--- src/design/ula_pkg.sv ---
// ULA shared definitions
// Bus widths, raster geometry, colour and keyboard types
package ula_pkg;

    //~~~~~~~~~~~~~~~~~~~~~~~~~~~~~~~~~~~~~~~~~~~~~~~~~~~~~~~~~~~~~~~~~~~~~~~~~~
    // Data widths
    //~~~~~~~~~~~~~~~~~~~~~~~~~~~~~~~~~~~~~~~~~~~~~~~~~~~~~~~~~~~~~~~~~~~~~~~~~~
    typedef logic [12:0] vram_addr_t;   // Byte address into 8 KB video RAM
    typedef logic [7:0]  byte_t;        // CPU and RAM data byte
    typedef logic [2:0]  colour_t;      // G R B
    typedef logic [3:0]  pixel_t;       // Bright above colour
    typedef logic [5:0]  key_code_t;    // Row * 5 + column
    typedef logic [4:0]  key_row_t;     // Active low, 0 = pressed

    //~~~~~~~~~~~~~~~~~~~~~~~~~~~~~~~~~~~~~~~~~~~~~~~~~~~~~~~~~~~~~~~~~~~~~~~~~~
    // Raster geometry, one pixel per clock
    //~~~~~~~~~~~~~~~~~~~~~~~~~~~~~~~~~~~~~~~~~~~~~~~~~~~~~~~~~~~~~~~~~~~~~~~~~~
    localparam logic [8:0] LINE_CLOCKS = 9'd448;  // Clocks per line
    localparam logic [8:0] FRAME_LINES = 9'd312;  // Lines per frame
    localparam logic [8:0] DISP_W      = 9'd256;  // Display width in pixels
    localparam logic [8:0] DISP_H      = 9'd192;  // Display height in lines

    // Sync positions
    localparam logic [8:0] HSYNC_START = 9'd304;
    localparam logic [8:0] HSYNC_END   = 9'd336;  // First column after hs
    localparam logic [8:0] VSYNC_LINE  = 9'd248;  // vs spans 4 lines from here

    // Frame interrupt width in clocks
    localparam logic [5:0] INT_CLOCKS  = 6'd32;

    // Attribute area follows the 6 KB bitmap
    localparam vram_addr_t ATTR_BASE   = 13'h1800;

    // Fetch column to display column
    localparam logic [8:0] PIXEL_LAG   = 9'd8;

    //~~~~~~~~~~~~~~~~~~~~~~~~~~~~~~~~~~~~~~~~~~~~~~~~~~~~~~~~~~~~~~~~~~~~~~~~~~
    // Video fetch sequence
    //~~~~~~~~~~~~~~~~~~~~~~~~~~~~~~~~~~~~~~~~~~~~~~~~~~~~~~~~~~~~~~~~~~~~~~~~~~
    // State names which byte shows on fetch_data in this cycle
    typedef enum logic [1:0] {
        IDLE,                           // Nothing returning
        BITMAP,                         // Bitmap byte on fetch_data
        ATTR                            // Attribute byte on fetch_data
    } vfetch_state_t;

endpackage

--- src/design/vram_arbiter.sv ---
// Video RAM arbiter
// Display fetch always owns the RAM, the CPU waits for a free cycle
`timescale 1ns/1ps

module vram_arbiter import ula_pkg::*; (
    input  logic       clk_cpu,
    input  logic       reset,
    // CPU side, held until cpu_ack
    input  logic       cpu_req,
    input  logic       cpu_we,
    input  vram_addr_t cpu_addr,
    input  byte_t      cpu_wdata,
    // Video fetch side, never stalled
    input  logic       fetch_req,
    input  vram_addr_t fetch_addr,
    output logic       cpu_wait,
    output logic       cpu_ack,
    output byte_t      cpu_rdata,
    output byte_t      fetch_data,
    // RAM port
    output logic       ram_we,
    output vram_addr_t ram_addr,
    output byte_t      ram_wdata,
    input  byte_t      ram_rdata
);

    logic cpu_grant;
    logic fetch_served;               // Fetch owned the RAM last cycle

    // Request already served while ack is out, so no second grant
    assign cpu_grant = cpu_req && !fetch_req && !cpu_ack;
    assign cpu_wait  = cpu_req && !cpu_ack && fetch_req;    // Contended

    // RAM master select, video first
    assign ram_addr  = fetch_req ? fetch_addr : cpu_addr;
    assign ram_we    = cpu_grant && cpu_we;
    assign ram_wdata = cpu_wdata;

    // Remember who was served for the read return
    always_ff @(posedge clk_cpu) begin
        if (reset) begin
            cpu_ack      <= 1'b0;
            fetch_served <= 1'b0;
        end else begin
            cpu_ack      <= cpu_grant;            // One-cycle pulse
            fetch_served <= fetch_req;
        end
    end

    // Read data to its owner
    assign cpu_rdata  = cpu_ack      ? ram_rdata : '0;
    assign fetch_data = fetch_served ? ram_rdata : '0;

endmodule

--- config.mk ---
export PLATFORM = sky130hd
export DESIGN_NAME = vram_arbiter
export DESIGN_NICKNAME = d
export VERILOG_FILES = /design/src/design/ula_pkg.sv /design/src/design/vram_arbiter.sv
export SDC_FILE = /design/constraint.sdc
export NUM_CORES = 1
export LEC_CHECK = 0
export BUFFER_PORTS_ARGS = -buffer_cell sky130_fd_sc_hd__buf_2
export CORE_MARGIN = 2
export CORE_UTILIZATION = 24
export DETAILED_ROUTE_END_ITERATION = 7
export PLACE_DENSITY = 0.87
export REMOVE_ABC_BUFFERS = 1
export SLEW_MARGIN = 20
export SYNTH_ARGS = -nofsm -noshare
export SYNTH_HDL_FRONTEND = slang
export SYNTH_SLANG_ARGS = --single-unit
--- constraint.sdc ---
create_clock -name clk_cpu -period 1.2 [get_ports clk_cpu]
set_input_delay 0.24 -clock clk_cpu [delete_from_list [all_inputs] [get_ports clk_cpu]]
set_output_delay 0.24 -clock clk_cpu [all_outputs]
set_load 0.005 [all_outputs]
# Word-level counts from Yosys, hierarchy flattened
# Index checks and enable logic that the tools add are counted.
# word_totals
ff_bits,2
in_bits,47
output_inout_bits,40
word_cells,12
# classes
muxes,3
reduce_logical,7
# op_table
op,count
$mux W8,2
$mux W13,1
$logic_and A1 B1 Y1,5
$logic_not A1 Y1,2

# Depth between registers and ports, before layout
# depth
depth_word,4
mapped_depth,3
depth_no_buf,1

# Least setup slack after synthesis
# OpenSTA, ideal clock, no wires.
# synth_path
path_type,input-to-output
start,input fetch_req
end,output ram_addr[10]
arrival_ps,784
required_time_ps,960
setup_slack_ps,176
cell_stages,3
n_path_buf,2
cell_sequence,buf_6 > buf_8 > mux2_4
# synth_via
elab_chain_cells,1
# synth_lines
element,line,text
start: declaration,vram_arbiter.sv:14,"input logic fetch_req,"
$mux W13,vram_arbiter.sv:35,assign ram_addr = fetch_req ? fetch_addr : cpu_addr;
end: declaration,vram_arbiter.sv:22,"output vram_addr_t ram_addr,"
# Every way passes these cells.

# Final worst setup path
# layout_path
start,register cpu_ack
end,output ram_we
# layout_via
elab_chain_cells,3
# layout_lines
element,line,text
start: declaration,vram_arbiter.sv:17,"output logic cpu_ack,"
start signal: assignment,vram_arbiter.sv:45,cpu_ack <= cpu_grant;
$logic_not A1 Y1,vram_arbiter.sv:31,assign cpu_grant = cpu_req && !fetch_req && !cpu_ack;
$logic_and A1 B1 Y1,vram_arbiter.sv:31,
$logic_and A1 B1 Y1,vram_arbiter.sv:36,assign ram_we = cpu_grant && cpu_we;
end: declaration,vram_arbiter.sv:21,"output logic ram_we,"
# Every way passes these cells.

==> flow_metrics.py <==
metrics = {
    "power": {
        "power_density_nw_per_um2": 527.8,
        "power_mw": 0.4517,
        "leakagePower_nw": 0.5007,
        "clockPowerShare_pct": 33.3,
        "swShare_pct": 26.59,
        "p_comb_share_pct": 50.2,
        "p_switching_mw": 0.1201,
        "p_seq_share_pct": 16.5,
        "internal-power_mw": 0.3316,
        "ir_drop_mv": 0.3070,
    },
    "placement": {
        "preCtsSetupSlack_ps": -118.7,
        "dpl_cell_area_um2": 733.2,
        "gp_congestion": 0.7098,
        "portBuffers": 70,
        "hpwl_um": 1391,
    },
    "routing": {
        "route.vias.total": 574,
        "drc_errors": 0,
        "ant_nets": 0,
        "wl_per_cell_um": 12.17,
        "vias_per_cell": 4.252,
        "drtIter0Drc": 5,
        "routed_wl_um": 1643,
        "first_pass_iters": 2,
    },
    "worst_setup_path": {
        "worstReg2RegEnd": "cpu_ack",
        "regToRegSetupSlack_ps": 370,
        "worst_setup_path_start_kind": "register",
        "ff2ff_path_depth": 2,
        "cp.arrival_ps": 980,
        "crit_start": "cpu_ack",
        "crit_type": "register to primary output",
        "r2r-start": "cpu_ack",
        "required_ps": 960,
        "path_max_fanout": 6,
        "end_kind": "primary output",
    },
    "grt": {
        "grt_overflow": 0,
        "grt_max_degree": 18,
        "antenna_found_initial": 0,
        "grt_usage_pct": 15.04,
        "grt_pass1_wl_um": 2208,
        "grt_pass1_vias": 562,
    },
    "sta": {
        "slew_headroom_pct": 87.99,
        "worst_slew_pin_slew_ps": 179.7,
        "rsz0062_at_grt": "yes",
        "finalHoldViolCount": 0,
        "fin_ws_ps": -16.69,
        "clock_skew_ps": 0,
        "maxSlewViolCount": 0,
        "tns_ps": -16.69,
        "min_period_ps": 1217,
        "setup_viol_count_final": 1,
        "finalCritPeriodShare_pct": 101.4,
        "fmax_ghz": 0.8219,
    },
    "clock_network": {
        "insertion_delay_ps": 220,
        "cts.clk_slew.worst_paths_ps": 30,
        "cts_root_buf": "clkbuf_4",
        "hold_buffers": 0,
        "cts_tree": "done",
        "clock-sinks": 2,
        "clock_path_buffers": 2,
        "htreeDepth": 1,
        "numCtsBuffers": 3,
    },
    "logic_synthesis": {
        "synth_seq_cells": 2,
        "ys_seq_area_share_pct": 9.065,
        "avgSynthCellArea_um2": 9.602,
        "synth.cell_area_um2": 441.7,
        "synthCells": 46,
        "yosys_warnings": 0,
        "yosysUniqueCellTypes": 12,
    },
    "run": {
        "cap_violations": 0,
    },
    "finish": {
        "drive_gt1_share_pct": 90.00,
        "syn2layout_area_growth_pct": 93.77,
        "nFillCells": 179,
        "num_antenna_cells": 0,
        "fin_util_pct": 49.57,
        "final_area_um2": 855.8,
        "fin_nets": 159,
    },
    "outcome": {
        "violations": "setup timing",
        "status": "finished with violations",
    },
    "floorplanning": {
        "rows": 15,
        "die_y_um": 46.90,
        "num_io_pins": 87,
        "core_region_area_um2": 1727,
        "die_area_um2": 2200,
        "die_w_um": 46.90,
        "start_util_pct": 25.58,
    },
    "hold_path": {
        "hold_depth": 2,
        "hold_path_class": "input pin to register",
        "hold_path_end": "fetch_served",
        "min_from": "reset",
    },
}
[Yosys cell counts]
master / count / share of area, %
dfxtp_1: 2 / 9.1
mux2_4: 6 / 20
nor4b_2: 1 / 3.4
and2_1: 16 / 23
clkbuf_1: 1 / 0.85
buf_6: 1 / 2.5
nor2b_1: 1 / 1.4
buf_8: 1 / 3.4
and3b_1: 1 / 2.0
mux2_2: 7 / 18
and4bb_2: 1 / 2.8
buf_4: 8 / 14
[cell type report]
cell class	count	area (um2)	area share, %
timing repair buffer	72	427.9	50.00
tap	25	31.28	3.655
clock buffer	3	22.52	2.632
multi-input combinational	33	329.1	38.45
sequential	2	45.04	5.263
[sequential cells by signal, indices dropped and copies added (netlist names)]
signal / count
cpu_ack: 1
fetch_served: 1
[how the worst max path moves through the flow]
stage                       end  slack (ps)
finish                   ram_we         -20
global route             ram_we         -70
CTS                      ram_we         -50
detailed placement  ram_addr[3]        -120
global placement    ram_addr[4]         -90
floorplan                ram_we         270
[power by group through the flow]
stage	combinational [mW]	clock, mW	sequential (mW)
2_1_floorplan	0.0766	0	0.0753
3_3_place_gp	0.198	0	0.0768
3_5_place_dp	0.204	0	0.0779
4_1_cts	0.205	0.161	0.0758
5_1_grt	0.249	0.168	0.0757
6_report	0.227	0.150	0.0747
[critical path: stages (launching register included)]
cell and delay [ps]:
dfxtp_4 350, and4bb_2 290, buf_2 110
[cell families (layout without fill, tap and decap cells)]
family / after synthesis / after routing / share of synthesized area, %
buf+inv: 11 / 75 / 20.40
mux: 13 / 13 / 38.25
simple gates: 20 / 20 / 32.30
flops: 2 / 2 / 9.066
[layer usage]
layer / up-vias / track usage, % / wire, um
li1: 275 / - / -
met1: 246 / 10.50 / 468
met2: 51 / 29.86 / 974
met3: 2 / 7.692 / 186
met4: 0 / 10.00 / 14
met5: - / 0 / 0
[through the flow]
step	cells	hold slack (ps)
finish	135	199.9
global route	135	192.9
CTS	133	187.1
detailed placement	130	435.6
global placement	130	430.1
floorplan	35	311.6
[placed cells by master, fill, tap and decap left out]
cell type,n
mux2_2,7
and2_1,9
buf_4,1
buf_6,8
clkbuf_4,3
buf_12,1
buf_2,62
dfxtp_2,1
mux2_4,6
dfxtp_4,1
nor2b_1,1
and3b_1,1
and2_4,7
nor4b_2,1
and4bb_2,1
[timing repair]
| action | CTS | global route |
|---|---|---|
| cloned | 0 | 0 |
| gates resized for setup | 3 | 16 |
| pin swaps | 0 | 7 |
| endpoints found under the setup margin | 23 | 13 |
| setup buffers | 0 | 2 |
Power figures use the tool's default switching activity.
