$ cat config.mk
export PLATFORM = sky130hd
export DESIGN_NAME = key_matrix
export DESIGN_NICKNAME = d
export VERILOG_FILES = /design/src/design/ula_pkg.sv /design/src/design/key_matrix.sv
export SDC_FILE = /design/constraint.sdc
export NUM_CORES = 1
export LEC_CHECK = 0
export ABC_CLOCK_PERIOD_IN_PS = 1070
export BUFFER_PORTS_ARGS = -buffer_cell sky130_fd_sc_hd__buf_2
export CAP_MARGIN = 40
export CORE_MARGIN = 10
export CORE_UTILIZATION = 35
export CTS_CLUSTER_DIAMETER = 120
export CTS_CLUSTER_SIZE = 8
export DETAILED_ROUTE_END_ITERATION = 12
export GPL_TIMING_DRIVEN = 0
export PLACE_DENSITY_LB_ADDON = 0.2
export SLEW_MARGIN = 10
export SYNTH_ARGS = -nofsm -noshare
export SYNTH_HDL_FRONTEND = slang
export SYNTH_SLANG_ARGS = --single-unit
$ cat constraint.sdc
create_clock -name clk_cpu -period 1.07 [get_ports clk_cpu]
set_input_delay 0.107 -clock clk_cpu [delete_from_list [all_inputs] [get_ports clk_cpu]]
set_output_delay 0.107 -clock clk_cpu [all_outputs]
set_load 0.05 [all_outputs]
$ cat src/design/ula_pkg.sv
// ULA shared definitions
// Bus widths, raster geometry, colour and keyboard types
package ula_pkg;

    //~~~~~~~~~~~~~~~~~~~~~~~~~~~~~~~~~~~~~~~~~~~~~~~~~~~~~~~~~~~~~~~~~~~~~~~~~~
    // Data widths
    //~~~~~~~~~~~~~~~~~~~~~~~~~~~~~~~~~~~~~~~~~~~~~~~~~~~~~~~~~~~~~~~~~~~~~~~~~~
    typedef logic [12:0] vram_addr_t;   // Byte address into 8 KB video RAM
    typedef logic [7:0]  byte_t;        // CPU and RAM data byte
    typedef logic [2:0]  colour_t;      // G R B
    typedef logic [3:0]  pixel_t;       // Bright above colour
    typedef logic [5:0]  key_code_t;    // Row * 5 + column
    typedef logic [4:0]  key_row_t;     // Active low, 0 = pressed

    //~~~~~~~~~~~~~~~~~~~~~~~~~~~~~~~~~~~~~~~~~~~~~~~~~~~~~~~~~~~~~~~~~~~~~~~~~~
    // Raster geometry, one pixel per clock
    //~~~~~~~~~~~~~~~~~~~~~~~~~~~~~~~~~~~~~~~~~~~~~~~~~~~~~~~~~~~~~~~~~~~~~~~~~~
    localparam logic [8:0] LINE_CLOCKS = 9'd448;  // Clocks per line
    localparam logic [8:0] FRAME_LINES = 9'd312;  // Lines per frame
    localparam logic [8:0] DISP_W      = 9'd256;  // Display width in pixels
    localparam logic [8:0] DISP_H      = 9'd192;  // Display height in lines

    // Sync positions
    localparam logic [8:0] HSYNC_START = 9'd304;
    localparam logic [8:0] HSYNC_END   = 9'd336;  // First column after hs
    localparam logic [8:0] VSYNC_LINE  = 9'd248;  // vs spans 4 lines from here

    // Frame interrupt width in clocks
    localparam logic [5:0] INT_CLOCKS  = 6'd32;

    // Attribute area follows the 6 KB bitmap
    localparam vram_addr_t ATTR_BASE   = 13'h1800;

    // Fetch column to display column
    localparam logic [8:0] PIXEL_LAG   = 9'd8;

    //~~~~~~~~~~~~~~~~~~~~~~~~~~~~~~~~~~~~~~~~~~~~~~~~~~~~~~~~~~~~~~~~~~~~~~~~~~
    // Video fetch sequence
    //~~~~~~~~~~~~~~~~~~~~~~~~~~~~~~~~~~~~~~~~~~~~~~~~~~~~~~~~~~~~~~~~~~~~~~~~~~
    // State names which byte shows on fetch_data in this cycle
    typedef enum logic [1:0] {
        IDLE,                           // Nothing returning
        BITMAP,                         // Bitmap byte on fetch_data
        ATTR                            // Attribute byte on fetch_data
    } vfetch_state_t;

endpackage

$ cat src/design/key_matrix.sv
// Keyboard matrix
// 8 half-rows of 5 keys, set by key events and read through A[15:8]
`timescale 1ns/1ps

module key_matrix import ula_pkg::*; (
    input  logic      clk_cpu,
    input  logic      reset,
    input  logic      key_event,      // One-cycle strobe
    input  key_code_t key_code,       // Row * 5 + column
    input  logic      key_down,       // 1 = pressed
    input  logic [7:0] row_select,    // A[15:8], low selects a half-row
    output key_row_t  key_row
);

    //~~~~~~~~~~~~~~~~~~~~~~~~~~~~~~~~~~~~~~~~~~~~~~~~~~~~~~~~~~~~~~~~~~~~~~~~~~
    // Key state, stored active low like the matrix columns
    //~~~~~~~~~~~~~~~~~~~~~~~~~~~~~~~~~~~~~~~~~~~~~~~~~~~~~~~~~~~~~~~~~~~~~~~~~~
    key_row_t rows [8];

    always_ff @(posedge clk_cpu) begin
        if (reset) begin
            for (int r = 0; r < 8; r++) begin
                rows[r] <= '1;        // All released
            end
        end else if (key_event) begin
            // Decode row and column, codes 40 and up match nothing
            for (int r = 0; r < 8; r++) begin
                for (int c = 0; c < 5; c++) begin
                    if (key_code == key_code_t'(r * 5 + c)) begin
                        rows[r][c] <= ~key_down;
                    end
                end
            end
        end
    end

    //~~~~~~~~~~~~~~~~~~~~~~~~~~~~~~~~~~~~~~~~~~~~~~~~~~~~~~~~~~~~~~~~~~~~~~~~~~
    // Column read
    //~~~~~~~~~~~~~~~~~~~~~~~~~~~~~~~~~~~~~~~~~~~~~~~~~~~~~~~~~~~~~~~~~~~~~~~~~~
    // Several selected rows AND together, as the diodes would
    always_comb begin
        key_row = '1;                 // No row selected reads 1F
        for (int r = 0; r < 8; r++) begin
            if (!row_select[r]) begin
                key_row = key_row & rows[r];
            end
        end
    end

endmodule

Word-level counts from Yosys, hierarchy flattened
Memories as Yosys holds them, arrays and structs flattened.
Cells that the tools add are included.
W data, S select, Z words.
{"block": "word_totals", "input_bits": 18, "elab_cells": 299, "memories": 1, "ram_bits": 40, "register_bits": 0, "output_inout_bits": 5}
{"block": "classes", "muxes": 210, "eq_ne": 39, "reduce_logical": 1, "bitwise": 48}
{"memory": "rows", "depth": 8, "width": 5, "read_ports": 8, "rd_ports_with_merged_regs": 0, "write_ports": 8, "line": "key_matrix.sv:18", "rtl": "key_row_t rows [8];"}
{"cell": "$mux W1", "n": 202}
{"cell": "$eq A6 B5 Y1 const B", "n": 16}
{"cell": "$eq A6 B4 Y1 const B", "n": 8}
{"cell": "$eq A6 B6 Y1 const B", "n": 8}
{"cell": "$mux W5", "n": 8}
{"cell": "$or A1 B1 Y1", "n": 40}
{"cell": "$and A5 B5 Y5", "n": 7}
{"cell": "$eq A6 B3 Y1 const B", "n": 4}
{"cell": "$eq A6 B2 Y1 const B", "n": 2}
{"cell": "$eq A6 B1 Y1 const B", "n": 1}
{"cell": "$logic_not A6 Y1", "n": 1}
{"cell": "$not A1 Y1", "n": 1}

Depth between registers and ports, before layout
Gate-level depths: netlist of the first run.
An unclocked memory read counts as a cell.
{"block": "depth", "ltp_word": 16, "depth_mapped": 5, "mapped_depth_nobuf": 2}

Worst setup path after synthesis of the first run
No wires, ideal clock.
{"block": "synth_path", "path_type": "register to output", "startpoint": "memory rows[1][11] (netlist name)", "endpoint": "output key_row[1]", "t_arrival_ns": 1.938, "setup_slack_ns": -0.975, "path_buffers": 0, "path_stages_with_launch": 3, "t_required_ns": 0.963, "path_cell_list": "edfxtp_1 > o22ai_1 > nor4_1"}
{"item": "from (decl)", "line": "key_matrix.sv:18"}
{"item": "to (decl)", "line": "key_matrix.sv:12", "rtl": "output key_row_t key_row"}

==> flow_summary.yaml, run 1 <==
route:
  wirelength_um: 5920
  first_pass_iters: 4
  drt-initial-drc-count: 150
  vias_per_cell: 5.85
  postRouteAntennaNets: 0
  vias: 1666
  wl_per_cell_um: 20.8
  drc: 0
timing:
  worst_pin_slew_ps: 515
  period_minus_slack_ps: 1330
  fmax_mhz: 754
  final-hold-violation-count: 0
  period_share_pct: 124
  finalWorstSetupSlack_ps: -256
  holdWs_ps: 206
  relSlewSlack_pct: 65.6
  grt_setup_unrepaired: "yes"
  setup-violations-final: 5
  slew_viol_final: 0
setup_path:
  critical_path_class: "flip-flop to primary output"
  slowest_stage: "edfxtp_1"
  cp-start-kind: "flip-flop"
  worstPathRequired_ps: 960
  cp_cell_sequence: "o22ai_2 > nor4_4 > buf_6"
  cp-end-kind: "primary output"
  max_stage_delay_ps: 380
  cp_max_fo: 1
  cp.arrival_ps: 1220
layout:
  drive_above_1_share_pct: 37.1
  largest_register_ff_count: 40
  n_fill_cell: 569
  diodes: 0
  fin_nets: 228
  syn_to_final_growth_pct: 27.9
  reg.largest.list: "rows x40"
  top_register: "rows"
synthesis:
  ys_ff_latch: 40
  yosysWarnings: 0
  synth_fp_nets: 196
  ys_seq_area_share_pct: 54.4
  synth.avg_cell_area_um2: 12.4
  netlist_area_um2: 2210
  yosysUniqueCellTypes: 27
  synthCells: 178
global_routing:
  antenna_found_initial: 0
  first_global_vias: 1745
  grt.total_usage_pct: 12.6
  grt_pass1_wl_um: 9830
  grt_max_degree: 12
  gr-total-overflow: 0
cts:
  cts_hold_buffers: 0
  cts_root_buf: "clkbuf_8"
  cts_sinks: 40
  htreeDepth: 2
  clkTransAtPathRegs_ps: 80
  clk_path_buf_depth: 2
  cts_buffers: 5
  cts_tree: "built"
floorplanning:
  coreArea_um2: 6030
  chipHeight_um: 99.5
  io_pins: 23
  fp.dieW_um: 99.5
  dieArea_um2: 9890
  initial_core_util_pct: 36.7
  core.rowCount: 28
power:
  ir_drop_v: 0.000520
  power.density_nw_per_um2: 1210
  p_total_mw: 3.42
  p_leak_nw: 1.12
run_status:
  violations: "setup timing"
  status: "finished with violations"
placed_design:
  dp_hpwl_um: 4340
  port_buffers: 21
  gp_congestion: 0.805
flow_run:
  maxCapViolations: 0
min_path:
  hp-class: "primary input to flip-flop"
==> layer usage <==
| layer | vias up | track usage, % | wire length (µm) |
|---|---|---|---|
| li1 | 786 | - | - |
| met1 | 831 | 16.8 | 2810 |
| met2 | 41 | 18.9 | 2740 |
| met3 | 8 | 3.25 | 267 |
| met4 | 0 | 4.85 | 113 |
| met5 | - | 0 | 0 |
==> cells in the mapped netlist (all sizes together) <==
cell type | instances | area share (%)
or3b | 1 | 0.40
edfxtp | 40 | 54
clkbuf | 9 | 1.7
nor2b | 1 | 0.28
and4b | 3 | 1.4
nor3b | 1 | 0.57
a21o | 36 | 12
nand3 | 28 | 6.3
o22ai | 20 | 5.7
nand3b | 1 | 0.34
buf | 9 | 2.5
nand4 | 1 | 0.28
nor4bb | 2 | 2.3
nor2 | 1 | 0.17
and4bb | 4 | 2.3
and3b | 3 | 1.2
nor4 | 6 | 2.4
nand2b | 1 | 0.28
o21bai | 4 | 1.4
or4b | 2 | 0.91
nand4b | 1 | 0.40
nor4b | 4 | 2.7
==> critical path, delay by kind of cell (launching register included) <==
family | cells | cell delay, ps
DFF | 1 | 380
AOI/OAI and AO/OA | 1 | 100
buffers and inverters | 1 | 190
and+or+nand+nor | 1 | 260
==> layout make-up <==
cell class              instances  area, µm²  share of cell area (%)
repair buffers                 26        189                    6.68
flip-flops and latches         40       1200                    42.5
plain buffers                  17        135                    4.78
clock buffers                   6       72.6                    2.57
multi-input cells             120       1130                    40.0
well taps                      75       93.8                    3.32
clock inverters                 1       5.00                   0.177
==> stage by stage <==
stage                     setup TNS (ps)  setup slack [ps]  utilization (%)  area, µm²  cells
after CTS                          -1350              -279             46.2       2790    284
after global placement            -20300              -423             42.2       2540    274
after global routing               -1560              -326             46.9       2830    285
final                              -1250              -256             46.9       2830    285
after floorplan                     -704              -111                -       2340    178
after detailed placement          -20560              -418             42.2       2540    274
==> final timing paths <==
check | from | end | slack [ps] | depth (start not counted)
setup / recovery | rows[1][1]$_SDFFCE_PN1P_ | key_row[1] | -260 | 3
hold / removal | key_code[1] | rows[0][17]$_SDFFCE_PN1P_ | 210 | 3
==> logic make-up after synthesis <==
family | count (synthesis) | share of synthesized area [%]
and+or+nand+nor | 60 | 22.1
DFF | 40 | 54.4
buffers and inverters | 18 | 4.25
AOI/OAI and AO/OA | 60 | 19.3
==> cell usage in the layout, fill, tap and decap left out, types with 5 or more instances in the layout <==
cell	netlist	final
clkbuf_1	8	6
buf_6	1	12
o22ai_2	0	15
nand3_1	28	28
edfxtp_1	40	40
a21o_1	36	36
buf_2	6	14
clkbuf_8	0	5
buf_4	2	6
o22ai_1	20	5
nor4_4	1	6
==> power by group <==
group          total, mW  switching [mW]  internal, mW
Sequential          1.86          0.0443          1.82
Combinational      0.616           0.360         0.257
Clock              0.944           0.500         0.444
Total               3.42           0.904          2.52
==> timing repair <==
item	4_1_cts	5_1_grt
cloned	0	0
setup buffers	3	2
pin swaps	12	3
endpoints found under the setup margin	40	46
resized for setup	31	10
Power figures use the tool's default switching activity.
==> inputs of run 2 (changes only) <==
--- a/config.mk
+++ b/config.mk
@@ -8,6 +8,7 @@
 export ABC_CLOCK_PERIOD_IN_PS = 1070
 export BUFFER_PORTS_ARGS = -buffer_cell sky130_fd_sc_hd__buf_2
 export CAP_MARGIN = 40
+export CORE_ASPECT_RATIO = 1.75
 export CORE_MARGIN = 10
 export CORE_UTILIZATION = 35
 export CTS_CLUSTER_DIAMETER = 120
==> run 2 against run 1 <==
  * The flow still finishes with violations (setup timing)
  * Non-clock buffer count is 3 lower
  * Flip-flop and latch count stayed put
  * Clock power hardly changed
  * Global-route usage is 0.26 points lower
  * Clock-buffer cell count is 1 lower
  * Die area is 1.3% higher
  * Maximum frequency is 1.3% lower
  * Worst setup slack worse by 17 ps
  * Utilization is 1.4 points lower
  * Largest cell class unchanged
  * Highest routed layer unchanged
==> flow_summary.yaml, run 2 (synthesis results as in run 1) <==
run_status:
  status: "finished with violations"
  violations: "setup timing"
setup_path:
  cp-start-kind: "flip-flop"
  cp_max_fo: 1
  critical_path_class: "flip-flop to primary output"
  cp.arrival_ps: 1240
  worstPathRequired_ps: 960
  cp-end-kind: "primary output"
  startpoint: "rows[1][1]$_SDFFCE_PN1P_"
route:
  vias_per_cell: 5.70
  drc: 0
  drt-initial-drc-count: 104
  wl_per_cell_um: 20.4
  postRouteAntennaNets: 0
  wirelength_um: 5890
  vias: 1641
  first_pass_iters: 4
global_routing:
  grt_max_degree: 13
  grt_pass1_wl_um: 9600
  first_global_vias: 1719
  gr-total-overflow: 0
  antenna_found_initial: 0
  grt.total_usage_pct: 12.3
cts:
  clk_path_buf_depth: 2
  clkTransAtPathRegs_ps: 70
  cts_hold_buffers: 0
  cts_tree: "built"
  cts_root_buf: "clkbuf_8"
  htreeDepth: 2
  cts_buffers: 5
  cts_sinks: 40
min_path:
  hold_path.startpoint: "key_code[0]"
  hp-class: "primary input to flip-flop"
timing:
  grt_setup_unrepaired: "yes"
  period_minus_slack_ps: 1340
  finalWorstSetupSlack_ps: -273
  relSlewSlack_pct: 65.0
  fmax_mhz: 745
  final-hold-violation-count: 0
  worst_pin_slew_ps: 525
  setup-violations-final: 5
  period_share_pct: 126
  slew_viol_final: 0
floorplanning:
  coreArea_um2: 6180
  io_pins: 23
  dieArea_um2: 10000
  fp.dieW_um: 80.1
  chipHeight_um: 125
  core.rowCount: 38
  initial_core_util_pct: 35.7
layout:
  n_fill_cell: 591
  drive_above_1_share_pct: 35.6
  syn_to_final_growth_pct: 27.3
  largest_register_ff_count: 40
  fin_nets: 225
  diodes: 0
  final_cell_mix: "edfxtp_1 (40), a21o_1 (36), nand3_1 (28)"
  top_register: "rows"
  reg.largest.list: "rows x40"
  final_area_um2: 2810
  final_common_cell: "edfxtp_1"
placed_design:
  gp_congestion: 0.758
  dpl_cell_area_um2: 2550
  dp_hpwl_um: 4630
  port_buffers: 21
  pre_cts_ws_ps: -403
power:
  p_leak_nw: 1.11
  power.density_nw_per_um2: 1220
  ir_drop_v: 0.000528
flow_run:
  maxCapViolations: 0
==> run 2: cell count changes in the layout (fill, tap and decap cells not counted), sizes merged <==
cell / delta
buf: -3
clkbuf: -1
clkinv: +2
==> run 2: what timing repair did <==
action / CTS / global route
setup endpoints to repair: 42 / 24
gates cloned: 0 / 0
buffers inserted: 1 / 1
gates resized for setup: 31 / 8
pin swaps: 8 / 3
==> run 2: critical path, cell delays in order (launching register included) <==
cell      delay [ps]
edfxtp_1         360
o22ai_2          110
nor4_4           290
buf_6            190
==> run 2: final cells by class <==
| class | count | area [µm²] | share of cell area (%) |
|---|---|---|---|
| tap | 80 | 100 | 3.56 |
| sequential | 40 | 1200 | 42.7 |
| clock inverter | 3 | 13.8 | 0.489 |
| multi-input combinational | 120 | 1130 | 40.3 |
| clock buffer | 5 | 68.8 | 2.45 |
| buffer | 17 | 131 | 4.67 |
| timing repair buffer | 23 | 163 | 5.78 |
==> run 2: per-layer routing <==
| layer | global-route usage [%] | routed length [µm] |
|---|---|---|
| met1 | 12.9 | 2170 |
| met2 | 23.3 | 3360 |
| met3 | 2.30 | 281 |
| met4 | 3.75 | 78 |
| met5 | 0 | 0 |
==> run 2: report_power, final <==
group | switching [mW] | total, mW | internal [mW]
registers | 0.0436 | 1.86 | 1.82
logic | 0.358 | 0.609 | 0.251
clock network | 0.505 | 0.947 | 0.442
==> run 2: worst paths after layout <==
kind                                     to  slack [ps]  cells after the start
hold / removal    rows[0][16]$_SDFFCE_PN1P_         190                      3
setup / recovery                 key_row[1]        -270                      3
==> run 2: metrics by stage <==
stage | instances | power [mW] | hold WS, ps | utilization, % | setup TNS (ps)
after floorplan | 178 | 2.24 | 288 | - | -704
after global placement | 279 | 2.43 | 502 | 41.3 | -21170
after global routing | 288 | 3.57 | 207 | 45.5 | -1530
final | 288 | 3.42 | 193 | 45.5 | -1250
after detailed placement | 279 | 2.43 | 508 | 41.3 | -21200
after CTS | 287 | 3.44 | 223 | 45.1 | -1330
==> inputs of run 3 (changes only) <==
--- a/config.mk
+++ b/config.mk
@@ -16,6 +16,7 @@
 export DETAILED_ROUTE_END_ITERATION = 12
 export GPL_TIMING_DRIVEN = 0
 export PLACE_DENSITY_LB_ADDON = 0.2
+export SETUP_SLACK_MARGIN = 0.02
 export SLEW_MARGIN = 10
 export SYNTH_ARGS = -nofsm -noshare
 export SYNTH_HDL_FRONTEND = slang
==> run 3 against run 2 <==
  * Final cell count rose by 1.0%
  * Flip-flop and latch count did not move
  * Maximum frequency fell by 0.40%
  * Wire length rose by 3.5%
  * Design area rose by 5.7%
  * Non-clock buffer count rose by 3
  * First-iteration DRC count rose by 6.7%
  * Combinational power rose by 5.1%
  * Hold slack got worse by 5.1 ps
  * Via count rose by 1.4%
  * Power rose by 8.5%
  * Clock-buffer cell count did not move
  * The run still ends with setup timing left
==> flow_summary.yaml, run 3 (synthesis results as in run 1) <==
route:
  vias_per_cell: 5.72
  first_pass_iters: 4
  wirelength_um: 6100
  drt-initial-drc-count: 111
  drc: 0
  postRouteAntennaNets: 0
  vias: 1664
  wl_per_cell_um: 20.9
run_status:
  status: "finished with violations"
  violations: "setup timing"
timing:
  fmax_mhz: 742
  slew_viol_final: 0
  period_minus_slack_ps: 1350
  grt_setup_unrepaired: "yes"
  period_share_pct: 126
  setup-violations-final: 5
  worst_pin_slew_ps: 544
  finalWorstSetupSlack_ps: -278
  final-hold-violation-count: 0
  relSlewSlack_pct: 63.8
cts:
  clkTransAtPathRegs_ps: 80
  cts_root_buf: "clkbuf_8"
  cts_hold_buffers: 0
  clk_path_buf_depth: 2
  htreeDepth: 2
  cts_sinks: 40
  cts_tree: "built"
  cts_buffers: 5
floorplanning:
  fp.dieW_um: 80.1
  dieArea_um2: 10000
  chipHeight_um: 125
  core.rowCount: 38
  initial_core_util_pct: 35.7
  coreArea_um2: 6180
  io_pins: 23
layout:
  fin_nets: 228
  final_common_cell: "edfxtp_1"
  drive_above_1_share_pct: 44.1
  diodes: 0
  syn_to_final_growth_pct: 34.5
  final_cell_mix: "edfxtp_1 (40), a21o_1 (36), nand3_2 (18)"
  largest_register_ff_count: 40
  reg.largest.list: "rows x40"
  utilization_pct: 48.1
  top_register: "rows"
setup_path:
  worstPathRequired_ps: 960
  cp-start-kind: "flip-flop"
  critical_path_class: "flip-flop to primary output"
  cp.arrival_ps: 1240
  cp-end-kind: "primary output"
  cp_max_fo: 1
power:
  ir_drop_v: 0.000655
  p_leak_nw: 1.14
  p_total_mw: 3.71
  power.density_nw_per_um2: 1250
global_routing:
  grt_pass1_wl_um: 9820
  grt_max_degree: 13
  grt.total_usage_pct: 12.8
  gr-total-overflow: 0
  antenna_found_initial: 0
  first_global_vias: 1744
placed_design:
  gp_congestion: 0.809
  dp_hpwl_um: 4700
  port_buffers: 21
min_path:
  holdPathStages: 3
  hp-class: "primary input to flip-flop"
flow_run:
  maxCapViolations: 0
-- run 3: cell count changes in the layout (fill, tap and decap cells not counted), moves of 2 or more --
cell,delta
clkbuf_2,-2
clkinv_2,-2
buf_4,+5
buf_6,-4
o22ai_1,+2
buf_2,-2
nand3_2,+18
nand3_1,-18
buf_8,+3
-- run 3: through the flow --
stage	area [µm²]	hold WS, ps	TNS, ps	setup slack [ps]	cells
global route	2970	191	-1600	-349	291
CTS	2920	194	-1410	-295	287
finish	2970	188	-1330	-278	291
detailed placement	2680	497	-21410	-454	279
floorplan	2470	288	-840	-111	178
global placement	2680	498	-21160	-467	279
-- run 3: worst paths after layout --
check / startpoint / endpoint / slack, ps
worst max-delay path: rows[1][13]$_DFFE_PP_ / key_row[3] / -280
worst min-delay path: key_code[1] / rows[0][1]$_SDFFCE_PN1P_ / 190
-- run 3: what timing repair did --
item                       4_1_cts  5_1_grt
setup buffers                    1        4
resized for setup               29        9
pin swaps                       13        5
gates cloned                     0        0
setup endpoints to repair       37       39
-- run 3: critical path, cell delays in order (launching register included) --
cell      delay [ps]
edfxtp_1         350
o22ai_2          110
nor4_4           290
buf_6            190
-- run 3: area by class of cell --
cell class                      instances  area (µm²)
Buffer                                 17         170
Clock buffer                            5        68.8
Sequential cell                        40        1200
Multi-Input combinational cell        120        1210
Clock inverter                          3        37.5
Timing Repair Buffer                   26         188
Fill cell                             568        3210
Tap cell                               80         100
-- run 3: where the power goes --
group          switching, mW  leakage, nW  total (mW)  internal [mW]
Sequential            0.0417        0.401        1.86           1.82
Clock                  0.532       0.0532        1.21          0.679
Combinational          0.374        0.686       0.640          0.266
Total                  0.947         1.14        3.71           2.76
-- run 3: layer usage --
layer | vias up | routed length, µm | part of all wire (%) | global-route usage (%)
met5 | - | 0 | 0 | 0
met4 | 0 | 259 | 4.2 | 7.60
met3 | 16 | 255 | 4.2 | 2.73
met2 | 42 | 3280 | 54 | 22.6
met1 | 820 | 2300 | 38 | 13.3
li1 | 786 | - | - | -
