===== config.mk =====
export PLATFORM = sky130hd
export DESIGN_NAME = video_fetch
export DESIGN_NICKNAME = d
export VERILOG_FILES = /design/src/design/ula_pkg.sv /design/src/design/video_fetch.sv
export SDC_FILE = /design/constraint.sdc
export NUM_CORES = 1
export LEC_CHECK = 0
export BUFFER_PORTS_ARGS = -buffer_cell sky130_fd_sc_hd__buf_2
export CORE_MARGIN = 1
export CORE_UTILIZATION = 55
export CTS_BUF_LIST = sky130_fd_sc_hd__clkbuf_8
export CTS_CLUSTER_SIZE = 14
export DETAILED_ROUTE_END_ITERATION = 8
export PLACE_DENSITY_LB_ADDON = 0.1
export SYNTH_ARGS = -nofsm -noshare
export SYNTH_HDL_FRONTEND = slang
export SYNTH_SLANG_ARGS = --single-unit

===== constraint.sdc =====
create_clock -name clk_cpu -period 2.3 [get_ports clk_cpu]
set_clock_uncertainty 0.05 [all_clocks]
set_input_delay 0.69 -clock clk_cpu [delete_from_list [all_inputs] [get_ports clk_cpu]]
set_output_delay 0.69 -clock clk_cpu [all_outputs]
set_load 0.005 [all_outputs]

===== src/design/ula_pkg.sv =====
// ULA shared definitions
// Bus widths, raster geometry, colour and keyboard types
package ula_pkg;

    //~~~~~~~~~~~~~~~~~~~~~~~~~~~~~~~~~~~~~~~~~~~~~~~~~~~~~~~~~~~~~~~~~~~~~~~~~~
    // Data widths
    //~~~~~~~~~~~~~~~~~~~~~~~~~~~~~~~~~~~~~~~~~~~~~~~~~~~~~~~~~~~~~~~~~~~~~~~~~~
    typedef logic [12:0] vram_addr_t;   // Byte address into 8 KB video RAM
    typedef logic [7:0]  byte_t;        // CPU and RAM data byte
    typedef logic [2:0]  colour_t;      // G R B
    typedef logic [3:0]  pixel_t;       // Bright above colour
    typedef logic [5:0]  key_code_t;    // Row * 5 + column
    typedef logic [4:0]  key_row_t;     // Active low, 0 = pressed

    //~~~~~~~~~~~~~~~~~~~~~~~~~~~~~~~~~~~~~~~~~~~~~~~~~~~~~~~~~~~~~~~~~~~~~~~~~~
    // Raster geometry, one pixel per clock
    //~~~~~~~~~~~~~~~~~~~~~~~~~~~~~~~~~~~~~~~~~~~~~~~~~~~~~~~~~~~~~~~~~~~~~~~~~~
    localparam logic [8:0] LINE_CLOCKS = 9'd448;  // Clocks per line
    localparam logic [8:0] FRAME_LINES = 9'd312;  // Lines per frame
    localparam logic [8:0] DISP_W      = 9'd256;  // Display width in pixels
    localparam logic [8:0] DISP_H      = 9'd192;  // Display height in lines

    // Sync positions
    localparam logic [8:0] HSYNC_START = 9'd304;
    localparam logic [8:0] HSYNC_END   = 9'd336;  // First column after hs
    localparam logic [8:0] VSYNC_LINE  = 9'd248;  // vs spans 4 lines from here

    // Frame interrupt width in clocks
    localparam logic [5:0] INT_CLOCKS  = 6'd32;

    // Attribute area follows the 6 KB bitmap
    localparam vram_addr_t ATTR_BASE   = 13'h1800;

    // Fetch column to display column
    localparam logic [8:0] PIXEL_LAG   = 9'd8;

    //~~~~~~~~~~~~~~~~~~~~~~~~~~~~~~~~~~~~~~~~~~~~~~~~~~~~~~~~~~~~~~~~~~~~~~~~~~
    // Video fetch sequence
    //~~~~~~~~~~~~~~~~~~~~~~~~~~~~~~~~~~~~~~~~~~~~~~~~~~~~~~~~~~~~~~~~~~~~~~~~~~
    // State names which byte shows on fetch_data in this cycle
    typedef enum logic [1:0] {
        IDLE,                           // Nothing returning
        BITMAP,                         // Bitmap byte on fetch_data
        ATTR                            // Attribute byte on fetch_data
    } vfetch_state_t;

endpackage


===== src/design/video_fetch.sv =====
// Video generator
// Raster counters, bitmap and attribute fetch, pixel shifter, syncs and
// the frame interrupt
`timescale 1ns/1ps

module video_fetch import ula_pkg::*; (
    input  logic       clk_cpu,
    input  logic       reset,
    input  colour_t    border,
    input  byte_t      fetch_data,    // RAM byte, one cycle after fetch_req
    output logic       fetch_req,
    output vram_addr_t fetch_addr,
    output pixel_t     pixel,
    output logic       hs,
    output logic       vs,
    output logic       vs_nintr       // Frame interrupt, active low
);

    logic [8:0]    hcount;            // 0 to 447
    logic [8:0]    vcount;            // 0 to 311
    logic [8:0]    h_next;
    logic [8:0]    v_next;
    vfetch_state_t state;
    logic          attr_issue;        // Bitmap out now, attribute next
    logic          slot_next;         // Next position starts a group
    logic [5:0]    int_count;         // Interrupt clocks left
    byte_t         bitmap_q;
    byte_t         attr_q;
    byte_t         shift_q;           // Pixel shifter, MSB shown
    byte_t         attr_hold;         // Attribute of the group on screen
    logic          in_disp;

    //~~~~~~~~~~~~~~~~~~~~~~~~~~~~~~~~~~~~~~~~~~~~~~~~~~~~~~~~~~~~~~~~~~~~~~~~~~
    // Raster position
    //~~~~~~~~~~~~~~~~~~~~~~~~~~~~~~~~~~~~~~~~~~~~~~~~~~~~~~~~~~~~~~~~~~~~~~~~~~
    always_comb begin
        h_next = hcount + 9'd1;
        v_next = vcount;
        if (hcount == LINE_CLOCKS - 9'd1) begin
            h_next = '0;
            v_next = (vcount == FRAME_LINES - 9'd1) ? 9'd0 : vcount + 9'd1;
        end
    end

    assign slot_next  = (v_next < DISP_H) && (h_next < DISP_W) && (h_next[2:0] == 3'd0);
    assign attr_issue = (state == IDLE) && fetch_req;

    // Control state
    always_ff @(posedge clk_cpu) begin
        if (reset) begin
            hcount    <= '0;
            vcount    <= '0;
            state     <= IDLE;
            fetch_req <= 1'b0;
            int_count <= '0;
        end else begin
            hcount <= h_next;
            vcount <= v_next;
            case (state)
                IDLE:    state <= fetch_req ? BITMAP : IDLE;
                BITMAP:  state <= ATTR;
                default: state <= IDLE;
            endcase
            fetch_req <= attr_issue || slot_next;   // Bitmap at 8k, attr at 8k+1
            // Interrupt starts at line 248, column 0
            if (h_next == 9'd0 && v_next == VSYNC_LINE) begin
                int_count <= INT_CLOCKS;
            end else if (int_count != 6'd0) begin
                int_count <= int_count - 6'd1;
            end
        end
    end

    //~~~~~~~~~~~~~~~~~~~~~~~~~~~~~~~~~~~~~~~~~~~~~~~~~~~~~~~~~~~~~~~~~~~~~~~~~~
    // Fetch address and byte path
    //~~~~~~~~~~~~~~~~~~~~~~~~~~~~~~~~~~~~~~~~~~~~~~~~~~~~~~~~~~~~~~~~~~~~~~~~~~
    always_ff @(posedge clk_cpu) begin
        if (attr_issue) begin
            fetch_addr <= ATTR_BASE + vram_addr_t'({vcount[7:3], hcount[7:3]});
        end else begin
            // Thirds, pixel row, char row, column
            fetch_addr <= {v_next[7:6], v_next[2:0], v_next[5:3], h_next[7:3]};
        end
        if (state == BITMAP) bitmap_q <= fetch_data;
        if (state == ATTR)   attr_q   <= fetch_data;
        // Group boundary, gives the 8-clock lag
        if (hcount[2:0] == 3'd7) begin
            shift_q   <= bitmap_q;
            attr_hold <= attr_q;
        end else begin
            shift_q   <= {shift_q[6:0], 1'b0};
        end
    end

    //~~~~~~~~~~~~~~~~~~~~~~~~~~~~~~~~~~~~~~~~~~~~~~~~~~~~~~~~~~~~~~~~~~~~~~~~~~
    // Syncs and colour out
    //~~~~~~~~~~~~~~~~~~~~~~~~~~~~~~~~~~~~~~~~~~~~~~~~~~~~~~~~~~~~~~~~~~~~~~~~~~
    assign hs       = (hcount >= HSYNC_START) && (hcount < HSYNC_END);
    assign vs       = (vcount >= VSYNC_LINE) && (vcount < VSYNC_LINE + 9'd4);
    assign vs_nintr = (int_count == 6'd0);

    assign in_disp = (vcount < DISP_H) && (hcount >= PIXEL_LAG)
                     && (hcount < DISP_W + PIXEL_LAG);

    always_comb begin
        if (hs || vs) begin
            pixel = '0;                                 // Blanking
        end else if (in_disp) begin
            // Ink on 1, paper on 0, flash bit ignored
            pixel = {attr_hold[6], shift_q[7] ? attr_hold[2:0] : attr_hold[5:3]};
        end else begin
            pixel = {1'b0, border};
        end
    end

endmodule


# Yosys cells after proc, flatten, opt, wreduce, memory -nomap -nowiden
# Cells that the tools add are included.
# Widths: inputs -> output; s select.
# totals
regBits	70
input_bits	13
out_inout_bits	21
# classes
order_cmp	9
eq_ne	6
reduce_logical	17
n_addsub	4
muxes	12
# op_table
cell	count
$lt 9x8->1 const B	3
$lt 9x9->1 const B	3
$mux 9	3
$add 9x1->9 const B	2
$eq 9x9->1 const B	2
$add 12x11->13 const A	1
$mux 13	1
$mux 6	2
$eq 9x8->1 const B	1
$ge 9x4->1 const B	1
$ge 9x8->1 const B	1
$ge 9x9->1 const B	1
$logic_not 9->1	1
$logic_and 1x1->1	8
$mux 4	2
$mux 8	1
$logic_not 6->1	1
$reduce_bool 6->1	1
$sub 6x1->6 const B	1
$pmux 2 s2	1
$eq 3x3->1 const B	1
$logic_not 3->1	1
$mux 3	1
$eq 2x1->1 const B	1
6 further kinds	7

# Longest topological paths before layout
# Gate-level depths: netlist of run 1.
# logic_depth
ltp_word	7
depth_mapped	9
depth_no_buf	8

# Worst setup path after synthesis of run 1
# Ideal clock, no wire load.
# synth_timing
path_type	register -> output
start	reg hcount[4]
end	out pixel[0]
t_arrival_ns	1.446
t_required_ns	1.560
slack_ns	0.114
stages_incl_launch_ff	8
path_cell_list	dfxtp_1 -> clkbuf_4 -> nor2_1 -> nor4b_1 -> xnor2_1 -> nand3b_1 -> mux2i_1 -> nor2_1
# synth_via
elab_chain_cells	5
# synth_lines
item	line	rtl
start: declaration	video_fetch.sv:19	logic [8:0] hcount;
start signal: assignment	video_fetch.sv:57	hcount <= h_next;
$ge 9x4->1	video_fetch.sv:102	assign in_disp = (vcount < DISP_H) && (hcount >= PIXEL_LAG)
$logic_and 1x1->1	video_fetch.sv:102	
$logic_and 1x1->1	video_fetch.sv:103	&& (hcount < DISP_W + PIXEL_LAG);
$mux 4	video_fetch.sv:108	end else if (in_disp) begin
$mux 4 *	video_fetch.sv:106	if (hs || vs) begin
end: declaration	video_fetch.sv:13	output pixel_t pixel,
# Every way passes the cells marked *; elsewhere a longest branch is shown, timed or not.

# Final worst setup path of run 1
# layout_timing
start	reg hcount[5]
end	out pixel[0]
# The elaborated chain is that of the path after synthesis.

==> reports/results.txt, run 1 <==
Fmax achieved: 398 MHz
Routability cong.: 0.925
Clock power share: 40.7%
Placed cell count: 429
H-tree depth: 3
1st-iter DRT viols: 130
Finished Layout Cells: 445
Die Span Y: 78.0 um
Sequential share of the synthesized area: 51.1%
Failing checks: negative setup slack
Die area: 6080 um^2
Largest net degree at the start of global routing: 29
Switching Fraction: 23.8%
Core Box Area: 5540 um^2
Clk slew on worst S/H paths: 0.07 ns
Worst hold path type: reg2reg
End of the critical path: pixel[0]
Post-Syn Nets: 334
Filler instances: 419
Slew Viols, Final: 0
Mapped Avg Cell Area: 10.1 um^2
Worst skew pair latency: 0.35 ns
Synth top cells by count: dfxtp_1 (48), nor2_1 (38), edfxtp_1 (22), nand2_1 (22), a21oi_1 (15)
Synthesis Warnings: 0
Via count: 2424
Flop pwr share: 46.6%
Setup violators final: 4
Async SR Flop Fraction: 0%
Average wire per standard cell: 14.9 um
Sequential cell area: 1630 um^2
Pwr/cell area: 762 nW/um^2
Static Leak: 0.00162 uW
Yosys top cell by area: dfxtp_1
Longest Clk Path Bufs: 2
First-pass GRT wire length: 10.9 mm
Row count: 27
Ys flop type: dfxtp_1
Post-Synth XOR/XNOR Area: 3.31%
Final-stage net count: 388
Area growth syn-to-layout: 21.9%
Final hold vios: 0
CTS Hold Bufs: 0
Routed Antenna Nets: 0
Mux cell area share after synthesis: 5.56%
Peak supply drop: 532 uV
Final worst-path cycle share: 109%
Status: complete, but fails checks
Worst endpoint required time: 1.56 ns
Mapped Area: 3180 um^2
Drt drc: 0
CTS tree: yes
R2R Setup Slk: 0.12 ns
Ratio of cells with drive above 1 in the final layout: 31.9%
Psw: 704 uW
Min Tclk post-route: 2.51 ns
R2R Path End: int_count[5]
Simple-Gate Fraction of Synth Area: 21.0%
Initial antenna violation count: 0
Vias in the first global route: 2292
CTS sink count: 70
Post-route worst setup slack: -0.213 ns
Design area: 3870 um^2
Drt first pass iters: 4
Most frequent cell after synthesis: dfxtp_1
IO Pins: 34
Tot GR Track Use: 23.7%
Post-synth EDFFs: 22
Area of the multi-input gates: 1450 um^2
Cells after Synth: 314
Largest cells by area after synthesis: dfxtp_1 (30%), edfxtp_1 (21%), nor2_1 (4.5%), mux2_2 (3.5%), ha_1 (2.8%)
Slew @ Worst Pin: 0.782 ns
Number of vias per cell: 5.45
Critical setup path kind: reg2out
Number of I/O port buffers: 33
Maximum fanout along the worst path: 4
Synth Area in Compound Gates: 11.0%
Worst EP arrival: 1.77 ns
Number of max-cap violations: 0
RR Startpoint: hcount[5]
Top-area cell type share of the netlist area: 30.3%
CTS root buf: clkbuf_8
Critical Path Sink Type: output pin
Effective utilization at floorplan: 57.3%
Num CTS Buffers: 9
Largest family of logic cells by synthesized area: simple AND/OR/NAND/NOR gates
Post-CTS Setup Bufs: 0
Pwr Total: 2950 uW
Seq cells post-synth: 70
Placed cell areas: 3540 um^2
RSZ-0062 raised after global routing: true
CP Launch Point: hcount[5]
Total gr overflow: 0
DP Wirelength: 4.69 mm
Post-Place Setup Slack: 0.00812 ns
# diodes: 0
Final WL: 6.62 mm
Comb power frac: 12.8%
Layout Utilization: 69.9%
Slew HR: 47.8%
Startpoint types: flop
P_int: 2250 uW
Die W: 78.0 um
Worst reg-to-reg path cell count: 8
Synth unique cells: 56
Post-Synth Adder-Cell Area: 2.76%
critical path, stage by stage (launching register included):
cell	delay, ns
dfxtp_2	0.35
nor2_4	0.12
nor4b_4	0.21
xnor2_1	0.14
nand3b_1	0.21
mux2i_1	0.23
nor2_1	0.05
buf_2	0.12
registers in the layout, summed over array words and instances, names as in the netlist:
register    flops
attr_q          7
vcount          9
fetch_addr     13
state           2
attr_hold       7
hcount          9
int_count       6
shift_q         8
fetch_req       1
bitmap_q        8
metal layers:
metal | GRT usage, % | part of all wire [%] | up-vias
li1 | - | - | 1217
met1 | 30.5 | 47 | 1122
met2 | 37.0 | 46 | 73
met3 | 5.53 | 5.2 | 12
met4 | 12.8 | 1.9 | 0
met5 | 0 | 0 | -
timing repair:
action	CTS	global route
hold endpoints to repair	0	0
pin swaps	3	4
endpoints found under the setup margin	6	14
gates resized for setup	9	11
cells by family (layout without fill, tap and decap cells):
group,Yosys count,in the layout
xor+xnor,12,12
mux,16,16
simple gates,128,128
compound gates,48,48
flops,70,70
buf+inv,33,92
fa+ha+maj,7,7
stage by stage:
stage / setup TNS (ns) / hold WS (ns)
after floorplan: 0 / 0.350
after global placement: 0 / 0.354
after detailed placement: 0 / 0.355
after CTS: -0.769 / 0.370
after global routing: -1.24 / 0.385
final: -0.662 / 0.369
power groups by stage:
| stage | Sequential, uW | Clock [uW] | Combinational (uW) |
|---|---|---|---|
| 4_1_cts | 1370 | 1230 | 376 |
| 6_report | 1370 | 1200 | 376 |
| 3_3_place_gp | 1400 | 0 | 364 |
| 3_5_place_dp | 1400 | 0 | 374 |
| 2_1_floorplan | 1400 | 0 | 259 |
| 5_1_grt | 1380 | 1270 | 434 |
layout make-up:
type | instances | share of cell area, %
flip-flops and latches | 70 | 42.1
multi-input cells | 211 | 37.5
repair buffers | 65 | 10.7
clock buffers | 9 | 3.20
clock inverters | 7 | 3.14
well taps | 72 | 2.33
inverters | 11 | 1.07
worst min-delay path by stage:
stage	from	end	depth (start not counted)
3_3_place_gp	attr_q[0]	attr_hold[0]	0
4_1_cts	attr_q[3]	attr_hold[3]	0
3_5_place_dp	attr_q[0]	attr_hold[0]	0
2_1_floorplan	attr_q[0]	attr_hold[0]	0
5_1_grt	attr_q[0]	attr_hold[0]	0
6_report	attr_q[3]	attr_hold[3]	0
layout by cell type, fill, tap and decap left out, types with 6 or more instances in the layout:
cell	netlist	final
buf_2	7	33
xnor2_1	8	8
ha_1	7	7
nor3_1	13	11
nor2b_1	6	6
nand2_1	22	22
nor2_1	38	37
o21ai_0	9	9
inv_1	11	11
clkbuf_8	0	9
edfxtp_1	22	22
dfxtp_1	48	44
a21oi_1	15	15
nand3_1	11	11
buf_4	5	31
mux2_2	10	10
Power figures use the tool's default switching activity.
==> run 2: changes to the inputs <==
==> constraint.sdc (replaced) <==
create_clock -name clk_cpu -period 2.3 [get_ports clk_cpu]
set_clock_uncertainty 0.05 [all_clocks]
set_input_delay 0.69 -clock clk_cpu [delete_from_list [all_inputs] [get_ports clk_cpu]]
set_output_delay 0.69 -clock clk_cpu [all_outputs]
set_load 0.1 [all_outputs]
==> run 2 against run 1 <==
Effect of this change: first-iteration DRC count grew to 2.8 times the previous value; largest power group unchanged; critical path depth grew 1; highest routed layer unchanged; combinational power grew 85%; sequential cell count is the same; the flow still finishes with violations (negative setup slack); non-clock buffer count grew 6; routed wire length grew 7.4%; clock power shrank 5%; utilization grew 5.0 points; register-to-register slack lost 0.06 ns; maximum frequency shrank 5.0%.
==> reports/results.txt, run 2 (synthesis results as in run 1) <==
Switching Fraction: 30.5% (+6.6 points)
Critical setup path kind: reg2out
Critical path's most frequent cell: nor2_4
Regs by FF count: fetch_addr x13, hcount x9, vcount x9
Final worst-path cycle share: 115% (+5.7 points)
Post-route worst setup slack: -0.345 ns (-0.132 ns)
Average wire per standard cell: 15.8 um (+6.0%)
Longest Clk Path Bufs: 2 (unchanged)
Initial antenna violation count: 0 (unchanged)
Placed cell areas: 3750 um^2 (+5.9%)
Number of vias per cell: 5.61 (+3.0%)
Via count: 2530 (+4.4%)
Die Span Y: 78.0 um (unchanged)
Row count: 27 (unchanged)
Routability cong.: 0.882 (-4.7%)
Worst EP arrival: 1.90 ns (+0.13 ns)
Pwr/cell area: 776 nW/um^2 (+1.8%)
Final-stage net count: 394 (+1.5%)
Worst skew pair latency: 0.36 ns (about the same)
Fmax achieved: 378 MHz (-5.0%)
Startpoint types: flop
Core Box Area: 5540 um^2 (unchanged)
Hold Path Depth: 0 (unchanged)
H-tree depth: 3 (unchanged)
# diodes: 0 (unchanged)
Routed Antenna Nets: 0 (unchanged)
Met3 WL post-DR: 378 um (+9.9%)
R2R Setup Slk: 0.06 ns (-0.06 ns)
CTS sink count: 70 (unchanged)
RSZ-0062 raised after global routing: true
CTS root buf: clkbuf_8
Maximum fanout along the worst path: 4 (unchanged)
P_int: 2240 uW (-0.43%)
Delay of the slowest cell on the worst path: 0.34 ns (about the same)
Total gr overflow: 0 (unchanged)
Die area: 6080 um^2 (unchanged)
Critical Path Sink Type: output pin
Worst path slowest cell: dfxtp_2
Flop pwr share: 42.8% (-3.8 points)
DR WL met2: 3.52 mm (+16%)
First-pass GRT wire length: 11.2 mm (+3.2%)
Comb power frac: 21.7% (+8.9 points)
Final WL: 7.11 mm (+7.4%)
Slew @ Worst Pin: 0.859 ns (+0.0772 ns)
Largest Register: fetch_addr
Num CTS Buffers: 9 (unchanged)
IO Pins: 34 (unchanged)
Largest net degree at the start of global routing: 17 (-41%)
Design area: 4150 um^2 (+7.1%)
Setup violators final: 5 (+1)
Drt first pass iters: 4 (unchanged)
CTS tree: yes
Worst hold path type: reg2reg
Drt drc: 0 (unchanged)
Area growth syn-to-layout: 30.6%
Max FFs per register: 13 (unchanged)
1st-iter DRT viols: 370 (+180%)
DP Wirelength: 4.75 mm (+1.4%)
Psw: 981 uW (+39%)
Failing checks: negative setup slack
Number of I/O port buffers: 33 (unchanged)
Peak supply drop: 1270 uV (+140%)
Met1 WL: 3.02 mm (-3.2%)
Commonest non-fill, non-tap cells in the layout: dfxtp_1 (41), buf_4 (35), nor2_1 (33)
Vias in the first global route: 2384 (+4.0%)
CP Cell Sequence: nor2_4 -> nor4b_4 -> xnor2_1 -> nand3b_1 -> buf_6 -> mux2i_4 -> nor2_4 -> buf_12
Die W: 78.0 um (unchanged)
Status: complete, but fails checks
Worst reg-to-reg path cell count: 8 (unchanged)
Clk slew on worst S/H paths: 0.08 ns (about the same)
Min Tclk post-route: 2.64 ns (+0.132 ns)
Commonest non-fill, non-tap cell in the layout: dfxtp_1
Ratio of cells with drive above 1 in the final layout: 37.5% (+5.6 points)
Slew HR: 42.6% (-5.2 points)
Final hold vios: 0 (unchanged)
Slew Viols, Final: 0 (unchanged)
R2R Path End: int_count[5]
Number of max-cap violations: 0 (unchanged)
Static Leak: 0.00168 uW (+3.9%)
Highest Signal Layer: met4
Pwr Total: 3220 uW (+9.1%)
Hold endpoint: attr_hold[1]
RR Startpoint: hcount[0]
Worst hold start: attr_q[1]
Worst endpoint required time: 1.56 ns (about the same)
Tot GR Track Use: 24.7% (+0.95 points)
Clock power share: 35.5% (-5.2 points)
Effective utilization at floorplan: 57.3% (unchanged)
-- run 2: stage by stage --
step | cells | hold slack [ns] | util, % | setup WS [ns] | setup TNS, ns
floorplan | 314 | 0.350 | - | -0.471 | -1.63
global placement | 430 | 0.357 | 67.7 | -0.0726 | -0.234
detailed placement | 430 | 0.356 | 67.7 | -0.113 | -0.339
CTS | 449 | 0.375 | 73.4 | -0.297 | -1.23
global route | 451 | 0.379 | 74.9 | -0.421 | -1.92
finish | 451 | 0.375 | 74.9 | -0.345 | -1.40
-- run 2: cell type report --
cell class | count | area (um^2)
clock buffers | 9 | 124
clock inverters | 7 | 106
fillers | 382 | 1390
inverters | 11 | 41.3
multi-input cells | 211 | 1580
flip-flops and latches | 70 | 1640
well taps | 72 | 90.1
repair buffers | 71 | 571
-- run 2: power by group through the flow --
| stage | logic [uW] | registers, uW | clock network, uW |
|---|---|---|---|
| 6_report | 697 | 1380 | 1140 |
| 5_1_grt | 740 | 1390 | 1200 |
| 4_1_cts | 663 | 1380 | 1150 |
| 3_5_place_dp | 654 | 1410 | 0 |
| 3_3_place_gp | 651 | 1400 | 0 |
| 2_1_floorplan | 420 | 1460 | 0 |
-- run 2: routing by layer --
layer | track usage, % | vias to the layer above
li1 | - | 1232
met1 | 30.3 | 1192
met2 | 39.7 | 91
met3 | 5.76 | 15
met4 | 14.1 | 0
met5 | 0 | -
-- run 2: critical path: cells and delay by family (launching register included) --
| family | cells | cell delay (ns) |
|---|---|---|
| xor+xnor | 1 | 0.15 |
| flops | 1 | 0.34 |
| simple gates | 4 | 0.53 |
| buf+inv | 2 | 0.33 |
| mux | 1 | 0.18 |
-- run 2: repair_timing --
action                                  CTS  global route
hold buffers                              0             0
endpoints found under the setup margin    8            13
setup buffers                             3             2
gates cloned                              0             0
gates resized for setup                  16            17
pin swaps                                 8             5
-- run 2: worst max path at each step --
stage / startpoint / end / slack [ns] / cells after the start
after CTS: hcount[5] / pixel[1] / -0.30 / 8
after global routing: hcount[5] / pixel[1] / -0.42 / 8
final: hcount[5] / pixel[0] / -0.34 / 8
after floorplan: hcount[6] / pixel[0] / -0.47 / 6
after detailed placement: hcount[4] / pixel[1] / -0.11 / 7
after global placement: hcount[4] / pixel[2] / -0.07 / 7
